--- config.mk ---
export PLATFORM = sky130hd
export DESIGN_NAME = mipsCore
export DESIGN_NICKNAME = d
export VERILOG_FILES = /design/src/rtl/mipsPkg.sv /design/src/rtl/fetchUnit.sv /design/src/rtl/fetchQueue.sv /design/src/rtl/instDecoder.sv /design/src/rtl/regFile.sv /design/src/rtl/execUnit.sv /design/src/rtl/mipsCore.sv
export VERILOG_INCLUDE_DIRS = /design/src /design/src/rtl
export SDC_FILE = /design/constraint.sdc
export NUM_CORES = 2
export LEC_CHECK = 0
export ABC_AREA = 1
export BUFFER_PORTS_ARGS = -buffer_cell sky130_fd_sc_hd__buf_2
export CORE_ASPECT_RATIO = 0.9
export CORE_MARGIN = 2
export CORE_UTILIZATION = 50
export CTS_CLUSTER_SIZE = 10
export DETAILED_ROUTE_END_ITERATION = 16
export PLACE_DENSITY = 0.66
export RECOVER_POWER = 100
export SLEW_MARGIN = 30
export SYNTH_ARGS = -nofsm -noshare
export SYNTH_HDL_FRONTEND = slang
export SYNTH_SLANG_ARGS = --single-unit
--- constraint.sdc ---
create_clock -name clk -period 9.15 [get_ports clk]
set_clock_uncertainty 0.05 [all_clocks]
set_input_delay 0.4575 -clock clk [delete_from_list [all_inputs] [get_ports clk]]
set_output_delay 0.4575 -clock clk [all_outputs]
set_load 0.005 [all_outputs]
--- src/rtl/mipsCore_defines.svh ---
`ifndef MIPS_CORE_DEFINES_SVH
`define MIPS_CORE_DEFINES_SVH

// datapath and address width
`define XLEN 32

// register index width, 32 GPRs
`define REG_ADDR_W 5

// entries between fetch and execute
`define FETCH_QUEUE_DEPTH 4

`define RESET_PC 32'hBFC0_0000 // boot vector

`endif

--- src/rtl/mipsPkg.sv ---
`default_nettype none

`include "mipsCore_defines.svh"

package mipsPkg;

    typedef logic [`XLEN-1:0] word_t;
    typedef logic [`REG_ADDR_W-1:0] regAddr_t;

    typedef enum logic [3:0] {
        ADD,
        SUB,
        AND,
        OR,
        XOR,
        NOR,
        SLT,
        SLTU,
        LUI,
        NONE // retires without a write
    } aluOp_t;

    typedef enum logic [0:0] {
        FETCH_REQ,
        FETCH_HOLD
    } fetchState_t;

    typedef struct packed {
        word_t pc;
        word_t instr;
    } fetchEntry_t;

    // wishbone classic, master side
    typedef struct packed {
        logic       cyc;
        logic       stb;
        logic       we;
        word_t      adr;
        logic [3:0] sel;
        word_t      datW;
    } wbReq_t;

    typedef struct packed {
        logic  ack;
        word_t datR;
    } wbRsp_t;

    typedef struct packed {
        regAddr_t rs;
        regAddr_t rt;
        regAddr_t wreg;
        word_t    imm;
        logic     useImm;
        logic     regWrite;
        aluOp_t   aluOp;
    } decoded_t;

    typedef struct packed {
        word_t      pc;
        logic [3:0] rfWen;
        regAddr_t   rfWnum;
        word_t      rfWdata;
    } debugWb_t;

endpackage

`default_nettype wire

--- src/rtl/fetchUnit.sv ---
`timescale 1ns/1ps
`default_nettype none

`include "mipsCore_defines.svh"

module fetchUnit import mipsPkg::*; (
    input  logic        clk,
    input  logic        rst,
    output wbReq_t      wbReq,
    input  wbRsp_t      wbRsp,
    input  logic        full,
    output logic        pushValid,
    output fetchEntry_t pushEntry
);

    fetchState_t state;
    fetchState_t stateNext;
    word_t       pc;
    logic        reqActive;
    logic        accept;

    // full cannot rise while a request is out, so stb holds until ack
    assign reqActive = (state == FETCH_REQ) && !full;
    assign accept = reqActive && wbRsp.ack;

    always_comb begin
        wbReq.cyc = reqActive;
        wbReq.stb = reqActive;
        wbReq.we = 1'b0; // instruction side never writes
        wbReq.adr = pc;
        wbReq.sel = 4'hF;
        wbReq.datW = '0;
    end

    always_comb begin
        stateNext = state;
        case (state)
            FETCH_REQ: begin
                if (full) begin
                    stateNext = FETCH_HOLD;
                end
            end
            FETCH_HOLD: begin
                if (!full) begin
                    stateNext = FETCH_REQ;
                end
            end
        endcase
    end

    always_ff @(posedge clk) begin
        if (rst) begin
            state <= FETCH_HOLD;
            pc <= `RESET_PC;
        end else begin
            state <= stateNext;
            if (accept) begin
                pc <= pc + word_t'(4); // sequential fetch only
            end
        end
    end

    assign pushValid = accept;
    assign pushEntry = '{pc: pc, instr: wbRsp.datR};

    // classic handshake: request is frozen until acknowledged
    adrHeld: assert property (@(posedge clk) disable iff (rst)
        wbReq.stb && !wbRsp.ack |=> wbReq.stb && $stable(wbReq.adr));

endmodule

`default_nettype wire

--- src/rtl/fetchQueue.sv ---
`timescale 1ns/1ps
`default_nettype none

`include "mipsCore_defines.svh"

module fetchQueue import mipsPkg::*; (
    input  logic        clk,
    input  logic        rst,
    input  logic        pushValid,
    input  fetchEntry_t pushEntry,
    input  logic        pop,
    output logic        full,
    output logic        empty,
    output fetchEntry_t headEntry
);

    localparam int DEPTH = `FETCH_QUEUE_DEPTH;
    localparam int PTR_W = $clog2(DEPTH);
    localparam int CNT_W = $clog2(DEPTH + 1);

    fetchEntry_t      mem [DEPTH];
    logic [PTR_W-1:0] wrPtr;
    logic [PTR_W-1:0] rdPtr;
    logic [CNT_W-1:0] count;

    function automatic logic [PTR_W-1:0] nextPtr(input logic [PTR_W-1:0] ptr);
        return (ptr == PTR_W'(DEPTH - 1)) ? '0 : ptr + 1'b1;
    endfunction

    assign full = (count == CNT_W'(DEPTH));
    assign empty = (count == '0);
    assign headEntry = mem[rdPtr];

    always_ff @(posedge clk) begin
        if (rst) begin
            wrPtr <= '0;
            rdPtr <= '0;
            count <= '0;
        end else begin
            if (pushValid) begin
                wrPtr <= nextPtr(wrPtr);
            end
            if (pop) begin
                rdPtr <= nextPtr(rdPtr);
            end
            case ({pushValid, pop})
                2'b10: count <= count + 1'b1;
                2'b01: count <= count - 1'b1;
                default: count <= count; // idle or push and pop together
            endcase
        end
    end

    always_ff @(posedge clk) begin
        if (pushValid) begin
            mem[wrPtr] <= pushEntry;
        end
    end

    // fetch side must hold stb off while full
    noPushWhenFull: assert property (@(posedge clk) disable iff (rst)
        pushValid |-> !full);

    noPopWhenEmpty: assert property (@(posedge clk) disable iff (rst)
        pop |-> !empty);

endmodule

`default_nettype wire

--- src/rtl/instDecoder.sv ---
`timescale 1ns/1ps
`default_nettype none

module instDecoder import mipsPkg::*; (
    input  word_t    instr,
    output decoded_t dec
);

    localparam logic [5:0] OP_SPECIAL = 6'h00;
    localparam logic [5:0] OP_ADDIU = 6'h09;
    localparam logic [5:0] OP_SLTI = 6'h0A;
    localparam logic [5:0] OP_ANDI = 6'h0C;
    localparam logic [5:0] OP_ORI = 6'h0D;
    localparam logic [5:0] OP_XORI = 6'h0E;
    localparam logic [5:0] OP_LUI = 6'h0F;

    localparam logic [5:0] FN_ADDU = 6'h21;
    localparam logic [5:0] FN_SUBU = 6'h23;
    localparam logic [5:0] FN_AND = 6'h24;
    localparam logic [5:0] FN_OR = 6'h25;
    localparam logic [5:0] FN_XOR = 6'h26;
    localparam logic [5:0] FN_NOR = 6'h27;
    localparam logic [5:0] FN_SLT = 6'h2A;
    localparam logic [5:0] FN_SLTU = 6'h2B;

    logic [5:0] opcode;
    logic [5:0] funct;
    logic       zeroExt;

    assign opcode = instr[31:26];
    assign funct = instr[5:0];

    always_comb begin
        dec.rs = instr[25:21];
        dec.rt = instr[20:16];
        dec.wreg = (opcode == OP_SPECIAL) ? instr[15:11] : instr[20:16]; // rd or rt
        dec.useImm = (opcode != OP_SPECIAL);
        dec.aluOp = NONE;
        zeroExt = 1'b0;
        case (opcode)
            OP_SPECIAL: begin
                case (funct)
                    FN_ADDU: dec.aluOp = ADD;
                    FN_SUBU: dec.aluOp = SUB;
                    FN_AND: dec.aluOp = AND;
                    FN_OR: dec.aluOp = OR;
                    FN_XOR: dec.aluOp = XOR;
                    FN_NOR: dec.aluOp = NOR;
                    FN_SLT: dec.aluOp = SLT;
                    FN_SLTU: dec.aluOp = SLTU;
                    default: dec.aluOp = NONE; // includes sll $0 nop
                endcase
            end
            OP_ADDIU: dec.aluOp = ADD;
            OP_SLTI: dec.aluOp = SLT;
            OP_LUI: dec.aluOp = LUI;
            OP_ANDI: begin
                dec.aluOp = AND;
                zeroExt = 1'b1;
            end
            OP_ORI: begin
                dec.aluOp = OR;
                zeroExt = 1'b1;
            end
            OP_XORI: begin
                dec.aluOp = XOR;
                zeroExt = 1'b1;
            end
            default: dec.aluOp = NONE;
        endcase
        // logical immediates zero extend
        dec.imm = zeroExt ? {16'h0000, instr[15:0]} : {{16{instr[15]}}, instr[15:0]};
        dec.regWrite = (dec.aluOp != NONE);
    end

endmodule

`default_nettype wire

--- src/rtl/regFile.sv ---
`timescale 1ns/1ps
`default_nettype none

`include "mipsCore_defines.svh"

module regFile import mipsPkg::*; (
    input  logic     clk,
    input  regAddr_t raddrA,
    input  regAddr_t raddrB,
    output word_t    rdataA,
    output word_t    rdataB,
    input  logic     we,
    input  regAddr_t waddr,
    input  word_t    wdata
);

    word_t regs [2**`REG_ADDR_W];

    always_ff @(posedge clk) begin
        if (we && (waddr != '0)) begin
            regs[waddr] <= wdata; // $zero stays zero
        end
    end

    // asynchronous read, $zero hardwired
    assign rdataA = (raddrA == '0) ? '0 : regs[raddrA];
    assign rdataB = (raddrB == '0) ? '0 : regs[raddrB];

endmodule

`default_nettype wire

--- src/rtl/execUnit.sv ---
`timescale 1ns/1ps
`default_nettype none

module execUnit import mipsPkg::*; (
    input  logic        clk,
    input  logic        rst,
    input  logic        empty,
    input  fetchEntry_t headEntry,
    output logic        pop,
    output debugWb_t    debugWb
);

    decoded_t dec;
    word_t    rdataA;
    word_t    rdataB;
    word_t    opB;
    word_t    aluResult;
    logic     wen;

    // one entry per cycle, never stalls
    assign pop = !empty;

    instDecoder instDecoder0 (
        .instr(headEntry.instr),
        .dec  (dec)
    );

    regFile regFile0 (
        .clk   (clk),
        .raddrA(dec.rs),
        .raddrB(dec.rt),
        .rdataA(rdataA),
        .rdataB(rdataB),
        .we    (wen),
        .waddr (dec.wreg),
        .wdata (aluResult)
    );

    assign opB = dec.useImm ? dec.imm : rdataB;

    always_comb begin
        case (dec.aluOp)
            ADD: aluResult = rdataA + opB; // wraps, no overflow trap
            SUB: aluResult = rdataA - opB;
            AND: aluResult = rdataA & opB;
            OR: aluResult = rdataA | opB;
            XOR: aluResult = rdataA ^ opB;
            NOR: aluResult = ~(rdataA | opB);
            SLT: aluResult = word_t'($signed(rdataA) < $signed(opB));
            SLTU: aluResult = word_t'(rdataA < opB);
            LUI: aluResult = {opB[15:0], 16'h0000};
            default: aluResult = '0;
        endcase
    end

    assign wen = pop && dec.regWrite && (dec.wreg != '0);

    always_ff @(posedge clk) begin
        if (rst) begin
            debugWb.rfWen <= '0;
        end else begin
            debugWb.rfWen <= {4{wen}};
        end
        if (pop) begin
            debugWb.pc <= headEntry.pc;
            debugWb.rfWnum <= dec.wreg;
            debugWb.rfWdata <= aluResult;
        end
    end

    // writes to $zero retire silently
    noWbToZero: assert property (@(posedge clk) disable iff (rst)
        (debugWb.rfWen != '0) |-> (debugWb.rfWnum != '0));

endmodule

`default_nettype wire

--- src/rtl/mipsCore.sv ---
`timescale 1ns/1ps
`default_nettype none

module mipsCore import mipsPkg::*; (
    input  logic     clk,
    input  logic     rst,
    output wbReq_t   wbReq,
    input  wbRsp_t   wbRsp,
    output debugWb_t debugWb
);

    logic        pushValid;
    fetchEntry_t pushEntry;
    logic        full;
    logic        empty;
    logic        pop;
    fetchEntry_t headEntry;

    fetchUnit fetchUnit0 (
        .clk      (clk),
        .rst      (rst),
        .wbReq    (wbReq),
        .wbRsp    (wbRsp),
        .full     (full),
        .pushValid(pushValid),
        .pushEntry(pushEntry)
    );

    // decouples bus latency from execute
    fetchQueue fetchQueue0 (
        .clk      (clk),
        .rst      (rst),
        .pushValid(pushValid),
        .pushEntry(pushEntry),
        .pop      (pop),
        .full     (full),
        .empty    (empty),
        .headEntry(headEntry)
    );

    execUnit execUnit0 (
        .clk      (clk),
        .rst      (rst),
        .empty    (empty),
        .headEntry(headEntry),
        .pop      (pop),
        .debugWb  (debugWb)
    );

endmodule

`default_nettype wire

== Word level (Yosys, flattened, before mapping) ==
Memory sizes are Yosys's and may differ from the RTL's. A register that Yosys moved wholly into a read port is not among the register bits.
Index checks and enable logic that the tools add are counted.

* Add/sub/neg operators: 7
* Order comparisons: 2
* Equality and inequality tests: 28
* Muxes and demuxes: 19
* Bitwise gates (word level): 5
* Reduce and logical (&&, ||, !) cells: 16

{| class="wikitable"
|+ Operators by type and width
! operator !! count
|-
| case mux 32 bit (9 select lines) || 1
|-
| two-way mux 32 bit || 4
|-
| < comparator 32 bit || 2
|-
| equality test 6 bit (second input constant) || 8
|-
| equality test 6 x 4 -> 1 bit (second input constant) || 6
|-
| adder 32 x 3 -> 32 bit (second input constant) || 1
|-
| adder 32 bit || 1
|-
| bitwise AND 32 bit || 1
|-
| NOT 32 bit || 1
|-
| OR 32 bit || 1
|-
| case mux 4 bit (8 select lines) || 1
|-
| subtractor 32 bit || 1
|-
| bitwise XOR 32 bit || 1
|-
| case mux 4 bit (7 select lines) || 1
|-
| equality test 4 x 3 -> 1 bit (second input constant) || 4
|-
| zero test 5 bit || 2
|-
| equality test 4 x 2 -> 1 bit (second input constant) || 2
|-
| two-way mux 2 bit || 4
|-
| equality test 2 bit (second input constant) || 3
|-
| zero test 6 bit || 1
|-
| two-way mux 1 bit || 6
|-
| case mux 3 bit (2 select lines) || 1
|-
| nonzero test 6 bit || 1
|-
| logical AND 1 bit || 5
|-
| 16 further kinds || 18
|}

* Flip-flop bits (word level): 110
* Bits in writable memories: 1280
* Input bits: 35
* Output and inout bits: 144
* Word-level logic and storage cells: 88
* Memories kept: 2

{| class="wikitable"
|+ Memory list
! memory !! words !! bits a word !! rd ports !! clocked after memory_dff !! wr ports !! RTL line !! source
|-
| execUnit0.regFile0.regs || 32 || 32 || 2 || 0 || 1 || regFile.sv:17 || <nowiki>word_t regs [2**`REG_ADDR_W];</nowiki>
|-
| fetchQueue0.mem || 4 || 64 || 1 || 1 || 1 || fetchQueue.sv:21 || <nowiki>fetchEntry_t mem [DEPTH];</nowiki>
|}

== Longest topological paths before layout ==
* Depth after elaboration: 9
* Gate-level depth with buffers: 37
* Depth with buffers taken out: 33

== By module ==
A second synthesis with hierarchy kept.

* Cell total of the unflattened synthesis: 8618
* Area, all modules: 73863.3 um^2

{| class="wikitable"
|+ Modules (own cells, without submodules)
! module !! times used !! cells an instance !! area each (um^2) !! sequential area each (um^2)
|-
| regFile || 1 || 5972 || 51687.1 || 30749.5
|-
| fetchQueue || 1 || 679 || 9955.8 || 7867.5
|-
| execUnit || 1 || 1521 || 9227.6 || 2092.0
|-
| fetchUnit || 1 || 335 || 2374.8 || 620.6
|-
| instDecoder || 1 || 111 || 618.1 || 0.0
|}

== Least setup slack after synthesis ==
OpenSTA, ideal clock, no wires.

* Path type: flip-flop to flip-flop
* Start: reg (tool-made name)
* End: reg execUnit0.debugWb[10] (netlist name)
* Setup time: 462 ps
* Arrival time: 5166 ps
* Required time: 8638 ps
* Path slack: 3472 ps
* Cell stages (with the launch flop): 32
* Buffers on the path: 6
* Clock period less this slack: 5678 ps
* Cells stage by stage: dfxtp_1 > buf_6 > inv_6 > nand2_1 > nand3_2 > nand2_1 > buf_6 > buf_6 > buf_2 > clkbuf_1 > buf_1 > o211ai_1 > o21ai_0 > nand2_1 > a31oi_1 > nor2_1 > inv_1 > ha_1 > inv_1 > fa_1 > inv_1 > nor2_1 > or2_2 > nand2_1 > nand2_2 > nand2_1 > nand2_2 > nand2_1 > nand2_2 > nand2_1 > nand2_1 > o21ai_0

==> run_results.csv <==
group,metric,value,unit
outcome,status,"finished with violations",
outcome,violations,"max-capacitance violations, max-slew violations",
sta,rsz0062_at_grt,"false",
synthesis,synth_cells,7484,
floorplanning,die_x,400,µm
synthesis,synth_area_leaders,"edfxtp_1 (57%), nand2_1 (8.4%), nand3_1 (5.6%)",
critical_path,worstPathMaxFanout,87,
global_route,antenna_found_initial,6,
sta,relSlewSlack,-183,%
hold_path,hold_class,"in2reg",
flow_run,cap_violations,44,
synthesis,ys_async_sr_fraction,0,%
placed_design,routabilityCongestion,0.987,
layout,layout_commonest_cell,"nand2_1",
global_route,track_usage,33.8,%
routing,first_pass_iters,9,
global_route,grt_pass1_wl,364000,µm
synthesis,yosysSeqAreaShare,58.1,%
placed_design,io_buffers,137,
cts,cts-root-buf,"clkbuf_16",
synthesis,yosysWarnings,0,
layout,syn2layout_area_growth,9.66,%
synthesis,yosysTopAreaCell,"edfxtp_1",
cts,clkSinkCount,1380,
critical_path,worstSetupPathType,"reg2reg",
synthesis,synth.avg_cell_area,9.44,µm²
placed_design,dp_hpwl,146000,µm
cts,ctsLongestPathBuffers,3,
layout,final_cell_mix,"nand2_1 (1571), edfxtp_1 (1339), nand3_1 (800)",
sta,slew_violations,1053,
sta,period_minus_slack,8210,ps
synthesis,ys_seq_elements,1380,
cts,cts_resized,0,
critical_path,r2r_slack,940,ps
routing,drc,0,
floorplanning,start_util,50.5,%
sta,worst_pin_slew,4240,ps
cts,cts_tree,"done",
routing,via_count,58600,
synthesis,yosysTopAreaCellShare,56.9,%
sta,fmax,0.122,GHz
routing,drt_iter0_drc,8203,
sta,finalHoldWorstSlack,85.8,ps
cts,postCtsSetupRepairBufs,0,
cts,cts_hold_buf,33,
floorplanning,rows,130,
routing,final_antenna_net_count,0,
critical_path,startpoint_type,"register",
cts,cts_buffers,160,
global_route,grt_pass1_vias,55300,
routing,routed_wl,249000,µm
critical_path,arrival,8550,ps
floorplanning,fp.dieH,361,µm
layout,nNetsFinal,7649,
sta,setup_violations,0,
sta,final.setup.tns,0,ps
cts,clkTransAtPathRegs,60,ps
routing,routedWlPerCell,26.5,µm
cts,clk_latency,820,ps
cts,h-tree-depth,4,
global_route,grt-ovfl-total,0,
synthesis,synthFlopType,"edfxtp_1",
global_route,grt_start_max_net_pins,197,
synthesis,yosys.cell_types.count,65,
critical_path,end_kind,"register",
synthesis,synth-edff-count,1339,
sta,min_period_over_period,89.7,%
floorplanning,dieArea,0.144,mm²
layout,drive_above_1_share,6.24,%
floorplanning,num_io_pins,179,
critical_path,cp.required,9480,ps
floorplanning,core,0.140,mm²
routing,viasPerCell,6.22,
synthesis,synth.cell_area,0.0706,mm²
sta,hold_viol,0,
[registers in the layout, summed over array words and instances, names as in the netlist, named ones only]
signal / cells
fetchQueue0.mem: 248
fetchQueue0.count: 3
execUnit0.regFile0.regs: 1024
execUnit0.debugWb: 68
fetchQueue0.rdPtr: 2
fetchUnit0.state: 1
fetchQueue0.wrPtr: 2
fetchUnit0.pc: 30
[through the flow]
stage	std cells	cell area, µm²	setup slack [ps]	utilization (%)
after floorplan	7555	70900	3470	-
after global placement	9145	73100	1850	52.3
after detailed placement	9162	73600	1850	52.6
after CTS	9423	78500	1820	56.1
after global routing	9425	77500	609	55.4
final	9425	77500	939	55.4
[worst paths after layout]
kind / from / to / cells past startpoint
hold reg to reg: fetchQueue0.count[0]$_SDFFE_PP0P_ / fetchQueue0.count[0]$_SDFFE_PP0P_ / 1
hold / removal: rst / fetchUnit0.pc[17]$_SDFFE_PP0P_ / 2
setup / recovery: register / execUnit0.regFile0.regs[27][30]$_DFFE_PP_ / 17
setup reg to reg: register / execUnit0.regFile0.regs[27][30]$_DFFE_PP_ / 17
[cell usage after synthesis, types with 44 or more instances]
master	n
inv_1	685
o21ai_0	754
o22ai_1	51
clkbuf_1	291
buf_2	114
buf_1	55
a31o_2	44
edfxtp_1	1339
ha_1	101
o211ai_1	301
buf_4	74
a31oi_1	58
a21oi_1	536
nor2_1	380
nand2_1	1574
nand3_1	797
[critical path, stage by stage, from the launching register on]
cell,delay (ps)
dfxtp_4,470
inv_6,290
buf_4,770
a21oi_1,150
o31ai_1,100
nand2_1,150
inv_1,120
nand2_1,370
inv_1,440
buf_4,410
nand2_1,90
o21ai_0,250
nor2_1,160
nand3_1,120
and3_1,270
nand3_1,410
nor2_1,1830
clkbuf_2,1210
[logic make-up (layout without fill, tap and decap cells)]
kind of cell / after synthesis / count (layout) / share of synthesized area [%]
simple gates: 2858 / 2858 / 17.1
other cells: 2 / 74 / 0.0106
compound gates: 1872 / 1872 / 15.3
flops: 1380 / 1380 / 58.1
buf+inv: 1257 / 1278 / 7.45
xor+xnor: 11 / 11 / 0.136
fa+ha+maj: 104 / 104 / 1.87
[per-layer routing]
| layer | global-route usage [%] | vias up | routed length (µm) |
|---|---|---|---|
| li1 | - | 26200 | - |
| met1 | 46.1 | 28100 | 96900 |
| met2 | 52.2 | 3664 | 111000 |
| met3 | 7.07 | 714 | 28800 |
| met4 | 15.6 | 10 | 12700 |
| met5 | 0 | - | 66 |
[cell type report]
| cell class | count | area (µm²) |
|---|---|---|
| Timing Repair Buffer | 342 | 2140 |
| Inverter | 708 | 2700 |
| Multi-Input combinational cell | 4918 | 24700 |
| Clock inverter | 23 | 339 |
| Antenna cell | 1 | 2.50 |
| Sequential cell | 1380 | 41000 |
| Fill cell | 12200 | 62400 |
| Clock buffer | 205 | 4250 |
| Tap cell | 1848 | 2310 |
Power is not shown: default switching activity piles up to over one toggle a cycle in this logic, so the estimate is an artifact.
